<file path="config.mk">
export PLATFORM = sky130hd
export DESIGN_NAME = refgen_top
export DESIGN_NICKNAME = d
export VERILOG_FILES = /design/src/refgen_pkg.sv /design/src/refgen_apb_regs.sv /design/src/refgen_timebase.sv /design/src/refgen_phase_acc.sv /design/src/refgen_phase_split.sv /design/src/refgen_sine_lut.sv /design/src/refgen_top.sv
export VERILOG_INCLUDE_DIRS = /design/src
export SDC_FILE = /design/constraint.sdc
export NUM_CORES = 1
export LEC_CHECK = 0
export CAP_MARGIN = 15
export CORE_AREA = 2 2 205 207
export DETAILED_ROUTE_END_ITERATION = 10
export DIE_AREA = 0 0 207 209
export DONT_BUFFER_PORTS = 1
export MAX_ROUTING_LAYER = met4
export PLACE_DENSITY = 0.73
export REMOVE_ABC_BUFFERS = 1
export SLEW_MARGIN = 20
export SYNTH_ARGS = -nofsm -noshare
export SYNTH_HDL_FRONTEND = slang
export SYNTH_HIERARCHICAL = 1
export SYNTH_SLANG_ARGS = --single-unit
</file>
<file path="constraint.sdc">
create_clock -name clock -period 2.4 [get_ports clock]
set_input_delay 0.36 -clock clock [delete_from_list [all_inputs] [get_ports clock]]
set_output_delay 0.36 -clock clock [all_outputs]
set_load 0.05 [all_outputs]
</file>
<file path="src/refgen_sine_table.svh">
//--------------------
// Full-wave sine table, 64 entries
//--------------------

// One entry per 1/64 turn, peak 32767
localparam logic signed [refgen_pkg::SAMPLE_WIDTH-1:0] SINE_TABLE [2**refgen_pkg::LUT_BITS] = '{
    0, 3212, 6393, 9512, 12540, 15446, 18204, 20787,
    23170, 25329, 27245, 28898, 30273, 31356, 32137, 32609,
    32767, 32609, 32137, 31356, 30273, 28898, 27245, 25329,
    23170, 20787, 18204, 15446, 12540, 9512, 6393, 3212,
    0, -3212, -6393, -9512, -12540, -15446, -18204, -20787,
    -23170, -25329, -27245, -28898, -30273, -31356, -32137, -32609,
    -32767, -32609, -32137, -31356, -30273, -28898, -27245, -25329,
    -23170, -20787, -18204, -15446, -12540, -9512, -6393, -3212
};

</file>
<file path="src/refgen_pkg.sv">
//--------------------
// Widths, register offsets and reset values of the reference generator
//--------------------
package refgen_pkg;

    // One full turn of the angle spans the whole phase word
    localparam int PHASE_WIDTH = 32;
    localparam int SAMPLE_WIDTH = 16;
    // Top phase bits used as table index
    localparam int LUT_BITS = 6;

    // APB bus widths
    localparam int ADDR_WIDTH = 12;
    localparam int DATA_WIDTH = 32;

    // Register byte offsets
    localparam logic [ADDR_WIDTH-1:0] ADDR_MODE = 12'h000;
    localparam logic [ADDR_WIDTH-1:0] ADDR_ADVANCE = 12'h004;
    localparam logic [ADDR_WIDTH-1:0] ADDR_PERIOD = 12'h008;

    // Register reset values
    localparam logic [PHASE_WIDTH-1:0] RESET_ADVANCE = 32'd2;
    localparam logic [DATA_WIDTH-1:0] RESET_PERIOD = 32'd100;

endpackage

</file>
<file path="src/refgen_apb_regs.sv">
//--------------------
// APB control registers: mode, phase advance, sampling period
//--------------------
`timescale 1ns/10ps

module refgen_apb_regs (
    input  logic                                clock,
    input  logic                                reset,
    input  logic                                psel,
    input  logic                                penable,
    input  logic                                pwrite,
    input  logic [refgen_pkg::ADDR_WIDTH-1:0]   paddr,
    input  logic [refgen_pkg::DATA_WIDTH-1:0]   pwdata,
    output logic [refgen_pkg::DATA_WIDTH-1:0]   prdata,
    output logic                                pready,
    output logic                                pslverr,
    output logic                                emulation_mode,
    output logic [refgen_pkg::PHASE_WIDTH-1:0]  phase_advance,
    output logic [refgen_pkg::DATA_WIDTH-1:0]   sampling_period
);

    logic write_access;
    logic write_wait;
    logic addr_hit;

    assign write_access = psel && penable && pwrite;

    assign addr_hit = (paddr == refgen_pkg::ADDR_MODE)
                   || (paddr == refgen_pkg::ADDR_ADVANCE)
                   || (paddr == refgen_pkg::ADDR_PERIOD);

    // First access cycle of a write is the wait state
    assign pready = !(write_access && !write_wait);

    // Error only in the completing cycle
    assign pslverr = psel && penable && pready && !addr_hit;

    // Access flag, set during the second access cycle of a write
    always_ff @(posedge clock) begin
        if (!reset) begin
            write_wait <= 1'b0;
        end else if (write_access) begin
            write_wait <= !write_wait;
        end else begin
            write_wait <= 1'b0;
        end
    end

    // Registers take the write data at the end of the wait state
    always_ff @(posedge clock) begin
        if (!reset) begin
            emulation_mode <= 1'b0;
            phase_advance <= refgen_pkg::RESET_ADVANCE;
            sampling_period <= refgen_pkg::RESET_PERIOD;
        end else if (write_access && !write_wait) begin
            case (paddr)
                refgen_pkg::ADDR_MODE: emulation_mode <= pwdata[0];
                refgen_pkg::ADDR_ADVANCE: phase_advance <= pwdata[refgen_pkg::PHASE_WIDTH-1:0];
                refgen_pkg::ADDR_PERIOD: sampling_period <= pwdata;
                default: begin
                end
            endcase
        end
    end

    // Read mux, unmapped offsets read zero
    always_comb begin
        case (paddr)
            refgen_pkg::ADDR_MODE:
                prdata = {{(refgen_pkg::DATA_WIDTH-1){1'b0}}, emulation_mode};
            refgen_pkg::ADDR_ADVANCE:
                prdata = refgen_pkg::DATA_WIDTH'(phase_advance);
            refgen_pkg::ADDR_PERIOD:
                prdata = sampling_period;
            default:
                prdata = '0;
        endcase
    end

endmodule

</file>
<file path="src/refgen_timebase.sv">
//--------------------
// Sampling period counter and sample tick
//--------------------
`timescale 1ns/10ps

module refgen_timebase (
    input  logic                               clock,
    input  logic                               reset,
    input  logic [refgen_pkg::DATA_WIDTH-1:0]  sampling_period,
    output logic                               tick
);

    logic [refgen_pkg::DATA_WIDTH-1:0] count;

    // Down counter, a new period is only picked up on reload
    always_ff @(posedge clock) begin
        if (!reset) begin
            count <= '0;
            tick <= 1'b0;
        end else if (count == '0) begin
            tick <= 1'b1;
            // Periods of 0 and 1 both tick every cycle
            if (sampling_period <= 1) begin
                count <= '0;
            end else begin
                count <= sampling_period - 1'b1;
            end
        end else begin
            tick <= 1'b0;
            count <= count - 1'b1;
        end
    end

endmodule

</file>
<file path="src/refgen_phase_acc.sv">
//--------------------
// Phase accumulator with emulation or external angle
//--------------------
`timescale 1ns/10ps

module refgen_phase_acc (
    input  logic                                clock,
    input  logic                                reset,
    input  logic                                tick,
    input  logic                                emulation_mode,
    input  logic [refgen_pkg::PHASE_WIDTH-1:0]  phase_advance,
    input  logic [refgen_pkg::PHASE_WIDTH-1:0]  ext_phase,
    output logic [refgen_pkg::PHASE_WIDTH-1:0]  phase,
    output logic                                phase_valid
);

    logic [refgen_pkg::PHASE_WIDTH-1:0] next_phase;

    // Wraps modulo one turn through the natural overflow
    always_comb begin
        if (emulation_mode) begin
            next_phase = phase + phase_advance;
        end else begin
            next_phase = ext_phase;
        end
    end

    always_ff @(posedge clock) begin
        if (!reset) begin
            phase <= '0;
            phase_valid <= 1'b0;
        end else begin
            phase_valid <= tick;
            if (tick) begin
                phase <= next_phase;
            end
        end
    end

endmodule

</file>
<file path="src/refgen_phase_split.sv">
//--------------------
// Splits one phase into N equally spaced angles
//--------------------
`timescale 1ns/10ps

module refgen_phase_split #(
    parameter int N_PHASES = 3
) (
    input  logic                                         clock,
    input  logic                                         reset,
    input  logic [refgen_pkg::PHASE_WIDTH-1:0]           phase,
    input  logic                                         phase_valid,
    output logic [N_PHASES*refgen_pkg::PHASE_WIDTH-1:0]  angles,
    output logic                                         angles_valid
);

    localparam int PW = refgen_pkg::PHASE_WIDTH;

    // One turn divided by the phase count, truncated
    localparam logic [PW-1:0] PHASE_OFFSET = PW'((64'd1 << PW) / N_PHASES);

    always_ff @(posedge clock) begin
        if (!reset) begin
            angles_valid <= 1'b0;
        end else begin
            angles_valid <= phase_valid;
        end
    end

    // Angle k sits k offsets ahead of the input phase
    always_ff @(posedge clock) begin
        for (int k = 0; k < N_PHASES; k++) begin
            angles[k*PW +: PW] <= phase + PW'(k) * PHASE_OFFSET;
        end
    end

endmodule

</file>
<file path="src/refgen_sine_lut.sv">
//--------------------
// Sine lookup for every phase
//--------------------
`timescale 1ns/10ps

module refgen_sine_lut #(
    parameter int N_PHASES = 3
) (
    input  logic                                          clock,
    input  logic                                          reset,
    input  logic [N_PHASES*refgen_pkg::PHASE_WIDTH-1:0]   angles,
    input  logic                                          angles_valid,
    output logic [N_PHASES*refgen_pkg::SAMPLE_WIDTH-1:0]  references,
    output logic                                          references_valid
);

    `include "refgen_sine_table.svh"

    localparam int PW = refgen_pkg::PHASE_WIDTH;
    localparam int SW = refgen_pkg::SAMPLE_WIDTH;

    logic [refgen_pkg::LUT_BITS-1:0] lut_index [N_PHASES];

    // Index from the top bits of each angle
    always_comb begin
        for (int k = 0; k < N_PHASES; k++) begin
            lut_index[k] = angles[k*PW + PW - 1 -: refgen_pkg::LUT_BITS];
        end
    end

    always_ff @(posedge clock) begin
        if (!reset) begin
            references_valid <= 1'b0;
        end else begin
            references_valid <= angles_valid;
        end
    end

    always_ff @(posedge clock) begin
        for (int k = 0; k < N_PHASES; k++) begin
            references[k*SW +: SW] <= SINE_TABLE[lut_index[k]];
        end
    end

endmodule

</file>
<file path="src/refgen_top.sv">
//--------------------
// Multiphase reference generator top level
//--------------------
`timescale 1ns/10ps

module refgen_top #(
    parameter int N_PHASES = 3
) (
    input  logic                                          clock,
    input  logic                                          reset,
    input  logic                                          psel,
    input  logic                                          penable,
    input  logic                                          pwrite,
    input  logic [refgen_pkg::ADDR_WIDTH-1:0]             paddr,
    input  logic [refgen_pkg::DATA_WIDTH-1:0]             pwdata,
    output logic [refgen_pkg::DATA_WIDTH-1:0]             prdata,
    output logic                                          pready,
    output logic                                          pslverr,
    input  logic [refgen_pkg::PHASE_WIDTH-1:0]            ext_phase,
    output logic [N_PHASES*refgen_pkg::SAMPLE_WIDTH-1:0]  references,
    output logic                                          references_valid
);

    logic                                        emulation_mode;
    logic [refgen_pkg::PHASE_WIDTH-1:0]          phase_advance;
    logic [refgen_pkg::DATA_WIDTH-1:0]           sampling_period;
    logic                                        tick;
    logic [refgen_pkg::PHASE_WIDTH-1:0]          phase;
    logic                                        phase_valid;
    logic [N_PHASES*refgen_pkg::PHASE_WIDTH-1:0] angles;
    logic                                        angles_valid;

    refgen_apb_regs i_refgen_apb_regs (
        .clock(clock),
        .reset(reset),
        .psel(psel),
        .penable(penable),
        .pwrite(pwrite),
        .paddr(paddr),
        .pwdata(pwdata),
        .prdata(prdata),
        .pready(pready),
        .pslverr(pslverr),
        .emulation_mode(emulation_mode),
        .phase_advance(phase_advance),
        .sampling_period(sampling_period)
    );

    refgen_timebase i_refgen_timebase (
        .clock(clock),
        .reset(reset),
        .sampling_period(sampling_period),
        .tick(tick)
    );

    refgen_phase_acc i_refgen_phase_acc (
        .clock(clock),
        .reset(reset),
        .tick(tick),
        .emulation_mode(emulation_mode),
        .phase_advance(phase_advance),
        .ext_phase(ext_phase),
        .phase(phase),
        .phase_valid(phase_valid)
    );

    refgen_phase_split #(
        .N_PHASES(N_PHASES)
    ) i_refgen_phase_split (
        .clock(clock),
        .reset(reset),
        .phase(phase),
        .phase_valid(phase_valid),
        .angles(angles),
        .angles_valid(angles_valid)
    );

    refgen_sine_lut #(
        .N_PHASES(N_PHASES)
    ) i_refgen_sine_lut (
        .clock(clock),
        .reset(reset),
        .angles(angles),
        .angles_valid(angles_valid),
        .references(references),
        .references_valid(references_valid)
    );

endmodule

</file>
; Word level (Yosys, flattened, before mapping)
; Memories as Yosys holds them, arrays and structs flattened. A register that Yosys moved wholly into a read port is not among the register bits.
; Index checks and enable logic that the tools add are counted.
[totals]
mem_count = 3
reg_bits = 230
out_inout_bits = 83
in_bits = 81
mem_bits_ro = 3072
[op_classes]
add_sub_neg = 5
n_bitwise = 3
n_eq_ne = 2
muxes = 5
n_reduce_logical = 16
magnitude_cmp = 1
[mem_list]
columns = name, words, width, read_ports, rd_ports_with_merged_regs, write_ports, line
row1 = (no name shown), 64, 16, 1, 1, 0, refgen_sine_lut.sv:41  ; references[k*SW +: SW] <= SINE_TABLE[lut_index[k]];
row2 = (no name shown), 64, 16, 1, 1, 0, refgen_sine_lut.sv:41
row3 = (no name shown), 64, 16, 1, 1, 0, refgen_sine_lut.sv:41
[ops]
columns = op, n
row1 = 2-to-1 mux 32 bit, 3
row2 = one-hot mux 32 bit (3 select lines), 1
row3 = "subtractor 32 x 1 -> 32 bit, second input constant", 2
row4 = "adder 32 x 31 -> 32 bit, second input constant", 1
row5 = adder 32 bit, 1
row6 = "adder 32 bit, second input constant", 1
row7 = "less-or-equal comparator 32 x 1 -> 1 bit, second input constant", 1
row8 = logical NOT 32 bit, 1
row9 = inverter 6 -> 7 bit, 3
row10 = "== test 12 x 3 -> 1 bit, second input constant", 1
row11 = "== test 12 x 4 -> 1 bit, second input constant", 1
row12 = logical NOT 12 bit, 1
row13 = AND reduction 2 bit, 4
row14 = logical AND 1 bit, 5
row15 = logical NOT 1 bit, 3
row16 = logical OR 1 bit, 2
row17 = 2-to-1 mux 1 bit, 1

; Longest topological paths before layout
[depth]
word_depth = 6
mapped_depth = 10
depth_no_buf = 10

; By module
; The synthesis kept the hierarchy.
[modules_own_cells]
columns = mod, instances, seq_area_each_um2, area_each_um2, cells_each
row1 = refgen_sine_lut, 1, 980.9, 5763.0, 804
row2 = refgen_phase_split, 1, 1921.8, 3743.6, 381
row3 = refgen_phase_acc, 1, 660.6, 3176.8, 404
row4 = refgen_apb_regs, 1, 1321.3, 3090.5, 346
row5 = refgen_timebase, 1, 660.6, 2477.4, 326

; Worst setup path after synthesis
; No wires, ideal clock.
[synth_timing]
kind = reg-to-reg
start = register i_refgen_phase_acc/phase[0] (netlist bit)
end = register i_refgen_phase_acc/phase[30] (netlist bit)
path_stages_with_launch = 11
n_path_buf = 0
arrival_time_ns = 2.366
slack_ns = -0.103
required_time_ns = 2.263
cell_sequence = dfxtp_1 ha_1 fa_1 a21oi_1 o211ai_1 a22oi_2 a31oi_4 a211o_1 a21boi_1 mux2i_1 a31oi_1
[synth_between]
elab_chain_len = 2
[synth_lines]
columns = element, line
row1 = start: declaration, refgen_phase_acc.sv:13  ; output logic [refgen_pkg::PHASE_WIDTH-1:0] phase,
row2 = start signal: assignment, refgen_phase_acc.sv:35  ; phase <= next_phase;
row3 = adder 32 bit, refgen_phase_acc.sv:22  ; next_phase = phase + phase_advance;
row4 = 2-to-1 mux 32 bit, refgen_phase_acc.sv:21  ; if (emulation_mode) begin
; Every way passes these cells.
; A chain may end at the register's enable or synchronous reset.

; Final worst setup path
[layout_timing]
start = register i_refgen_apb_regs/phase_advance[0] (netlist bit)
end = register i_refgen_phase_acc/phase[30] (netlist bit)
[layout_between]
elab_chain_len = 2
[layout_lines]
columns = element, line
row1 = start: declaration, refgen_apb_regs.sv:18  ; output logic [refgen_pkg::PHASE_WIDTH-1:0] phase_advance,
row2 = start signal: assignment, refgen_apb_regs.sv:53  ; phase_advance <= refgen_pkg::RESET_ADVANCE;
row3 = start signal: assignment, refgen_apb_regs.sv:58  ; refgen_pkg::ADDR_ADVANCE: phase_advance <= pwdata[refgen_pkg::PHASE_WIDTH-1:0];
row4 = adder 32 bit, refgen_phase_acc.sv:22
row5 = 2-to-1 mux 32 bit, refgen_phase_acc.sv:21
; Every way passes these cells.

==> flow_metrics.py <==
metrics = {
    "sta": {
        "layout_setup_ws_ns": -0.153,
        "max_freq_mhz": 392,
        "slew-limit-headroom_pct": 46.0,
        "timing.final.setup_violations": 12,
        "grt_setup_unrepaired": "yes",
        "finalHoldViolations": 0,
        "period_minus_slack_ns": 2.55,
        "fin_crit_sh_pct": 106,
        "final.setup_skew_ns": 0.0162,
        "timing_max_transition_violations_final": 0,
        "timing.hold.ws_ns": 0.0375,
        "worstMarginPinSlew_ns": 0.808,
    },
    "global_routing": {
        "antenna_found_initial": 9,
        "grt_pass1_wl_um": 84000,
        "grt_max_degree": 83,
        "global_route.usage.total_pct": 24.7,
        "grt_pass1_vias": 15200,
        "global_route.overflow_total": 0,
    },
    "clock_tree": {
        "cts.htree.levels": 4,
        "tritoncts": "yes",
        "reg_clk_slew_reported_paths_ns": 0.08,
        "cts_buffers": 17,
        "cts_buffer_depth": 2,
        "clock_latency_ns": 0.50,
        "clock_sink_count": 200,
        "root_buffer": "sky130_fd_sc_hd__clkbuf_16",
    },
    "final_layout": {
        "area_growth_pct": 18.7,
        "layout.cells.non_filler": 2740,
        "post_route_cells_drive_above_1_share_pct": 20.1,
        "nNetsFinal": 2322,
        "stdcell_area_mm2": 0.0190,
        "utilization_pct": 46.1,
    },
    "die": {
        "core-area_mm2": 0.0413,
        "initial_utilization_pct": 38.8,
        "design.portCount": 164,
        "floorplan_die_height_um": 209,
        "dieArea_mm2": 0.0433,
        "fp-row-count": 75,
        "die-width_um": 207,
    },
    "power": {
        "total_switching_power_w": 0.00885,
        "ir_drop_v": 0.000726,
        "share_comb_of_total_power_pct": 57.0,
        "cellInternalPower_w": 0.0103,
        "p_sw_share_pct": 46.1,
        "static-leakage-power_nw": 7.30,
        "p_clk_share_pct": 15.9,
        "seq_power_share_pct": 27.1,
        "power.density_mw_per_mm2": 1010,
    },
    "detailed_routing": {
        "firstDrtPassIters": 5,
        "dr_total_vias": 16300,
        "dr.first_iter.drc_count": 1157,
        "remaining_drc_errors": 0,
        "viasPerCell": 5.95,
        "final_antenna_net_count": 0,
        "routed_wire_length_per_instance_um": 19.6,
        "drt_wl_total_um": 53600,
    },
    "job": {
        "maxCapViolCount": 0,
    },
    "setup_path": {
        "critical_path_arrival_ns": 2.91,
        "worstPathRequired_ns": 2.75,
        "crit_fanout": 3,
        "r2r-start": "i_refgen_apb_regs/phase_advance[0]",
        "worstSetupPathType": "flop to flop",
        "crit_path_start": "i_refgen_apb_regs/phase_advance[0]",
        "worst-r2r-cell-count": 10,
        "startpoint_type": "flop",
        "crit_path_end_kind": "flop",
    },
    "yosys": {
        "mappedNetlistArea_mm2": 0.0160,
        "synth-warning-count": 6,
        "post_syn_area_per_cell_um2": 7.71,
        "netlist_instances": 2081,
    },
    "placement": {
        "dpl_cell_area_mm2": 0.0175,
        "detailedPlace.worstSlack_ns": -0.345,
        "numPortBuffers": 0,
        "dp_cells": 2657,
        "routabilityCongestion": 0.950,
        "dp.final_hpwl_um": 37900,
    },
    "min_path": {
        "worst_hold_path_type": "input port to flop",
        "timing.hold.worst.start": "pwdata[15]",
        "worst_hold_stages": 2,
    },
    "status": {
        "run_status": "finished, violations left",
        "violated_checks": "negative setup slack",
    },
}
[layer usage]
| metal | global-route usage (%) | vias to the layer above | share of wire, % |
|---|---|---|---|
| li1 | - | 7724 | - |
| met1 | 30.5 | 7792 | 42 |
| met2 | 38.6 | 666 | 47 |
| met3 | 6.37 | 114 | 8.0 |
| met4 | 9.48 | 0 | 3.0 |
| met5 | - | - | 0 |
[area by class of cell]
class,count,area (um^2)
Tap cell,539,674
Timing Repair Buffer,266,2190
Inverter,50,190
Fill cell,4075,22300
Multi-Input combinational cell,1643,11300
Antenna cell,10,25.0
Clock buffer,18,429
Clock inverter,14,174
Sequential cell,200,4040
[placed cells by master, fill, tap and decap left out, types with 19 or more instances in the layout]
cell and instances:
sky130_fd_sc_hd__ha_1 46, sky130_fd_sc_hd__nand4_1 19, sky130_fd_sc_hd__nand2_1 224, sky130_fd_sc_hd__a31oi_1 23
sky130_fd_sc_hd__dfxtp_2 29, sky130_fd_sc_hd__nand3_1 43, sky130_fd_sc_hd__xor2_1 34, sky130_fd_sc_hd__a21oi_1 149
sky130_fd_sc_hd__inv_1 40, sky130_fd_sc_hd__o21a_1 30, sky130_fd_sc_hd__a22oi_1 42, sky130_fd_sc_hd__nand2b_1 35
sky130_fd_sc_hd__nor2_1 181, sky130_fd_sc_hd__o211ai_1 31, sky130_fd_sc_hd__a211oi_1 37, sky130_fd_sc_hd__dfxtp_1 170
sky130_fd_sc_hd__a21o_1 27, sky130_fd_sc_hd__o21ai_1 35, sky130_fd_sc_hd__nor2b_1 43, sky130_fd_sc_hd__o21ai_0 117
sky130_fd_sc_hd__mux2i_1 97, sky130_fd_sc_hd__nor3_1 32, sky130_fd_sc_hd__xnor2_1 57, sky130_fd_sc_hd__buf_4 233
sky130_fd_sc_hd__nor4_1 22
[final timing paths]
kind | slack, ns | endpoint
max | -0.15 | i_refgen_phase_acc/phase[30]
max reg2reg | -0.15 | i_refgen_phase_acc/phase[30]
min | 0.04 | i_refgen_apb_regs/phase_advance[15]
min reg2reg | 0.44 | i_refgen_sine_lut/references_valid
[power by group through the flow]
stage	combinational, W	clock [W]	sequential (W)
2_1_floorplan	0.00615	0	0.00566
3_3_place_gp	0.00989	0	0.00520
3_5_place_dp	0.0101	0	0.00521
4_1_cts	0.0103	0.00315	0.00516
5_1_grt	0.0119	0.00324	0.00528
6_report	0.0109	0.00306	0.00520
[stage by stage]
stage	TNS, ns	power (W)
floorplan	-27.54	0.0118
global route	-3.55	0.0204
CTS	-0.899	0.0187
detailed placement	-3.39	0.0153
finish	-1.11	0.0192
global placement	-1.99	0.0151
[worst max-delay path, cell delays in order, from the launching register on]
cell	delay, ns
sky130_fd_sc_hd__dfxtp_2	0.34
sky130_fd_sc_hd__ha_4	0.16
sky130_fd_sc_hd__fa_2	0.37
sky130_fd_sc_hd__a21oi_2	0.16
sky130_fd_sc_hd__o211ai_1	0.15
sky130_fd_sc_hd__a22oi_2	0.26
sky130_fd_sc_hd__a31oi_4	0.14
sky130_fd_sc_hd__a211o_1	0.35
sky130_fd_sc_hd__a21boi_2	0.17
sky130_fd_sc_hd__mux2i_1	0.20
sky130_fd_sc_hd__a31oi_1	0.10
[state kept, by name, indices dropped and copies added (netlist names)]
name / flops
i_refgen_timebase/tick: 1
i_refgen_timebase/count: 32
i_refgen_apb_regs/phase_advance: 32
i_refgen_sine_lut/references: 48
i_refgen_apb_regs/emulation_mode: 1
i_refgen_phase_acc/phase_valid: 1
i_refgen_phase_split/angles: 18
i_refgen_apb_regs/sampling_period: 32
i_refgen_sine_lut/references_valid: 1
i_refgen_apb_regs/write_wait: 1
i_refgen_phase_acc/phase: 32
i_refgen_phase_split/angles_valid: 1
[repair_timing]
item / in CTS / in global routing
gates resized for setup: 41 / 75
setup buffers: 14 / 13
cloned: 1 / 0
setup endpoints to repair: 37 / 53
pin swaps: 35 / 47
endpoints found under the hold margin: 86 / 0
hold buffers: 16 / 0
No activity file was read; power rests on OpenSTA's default activity.
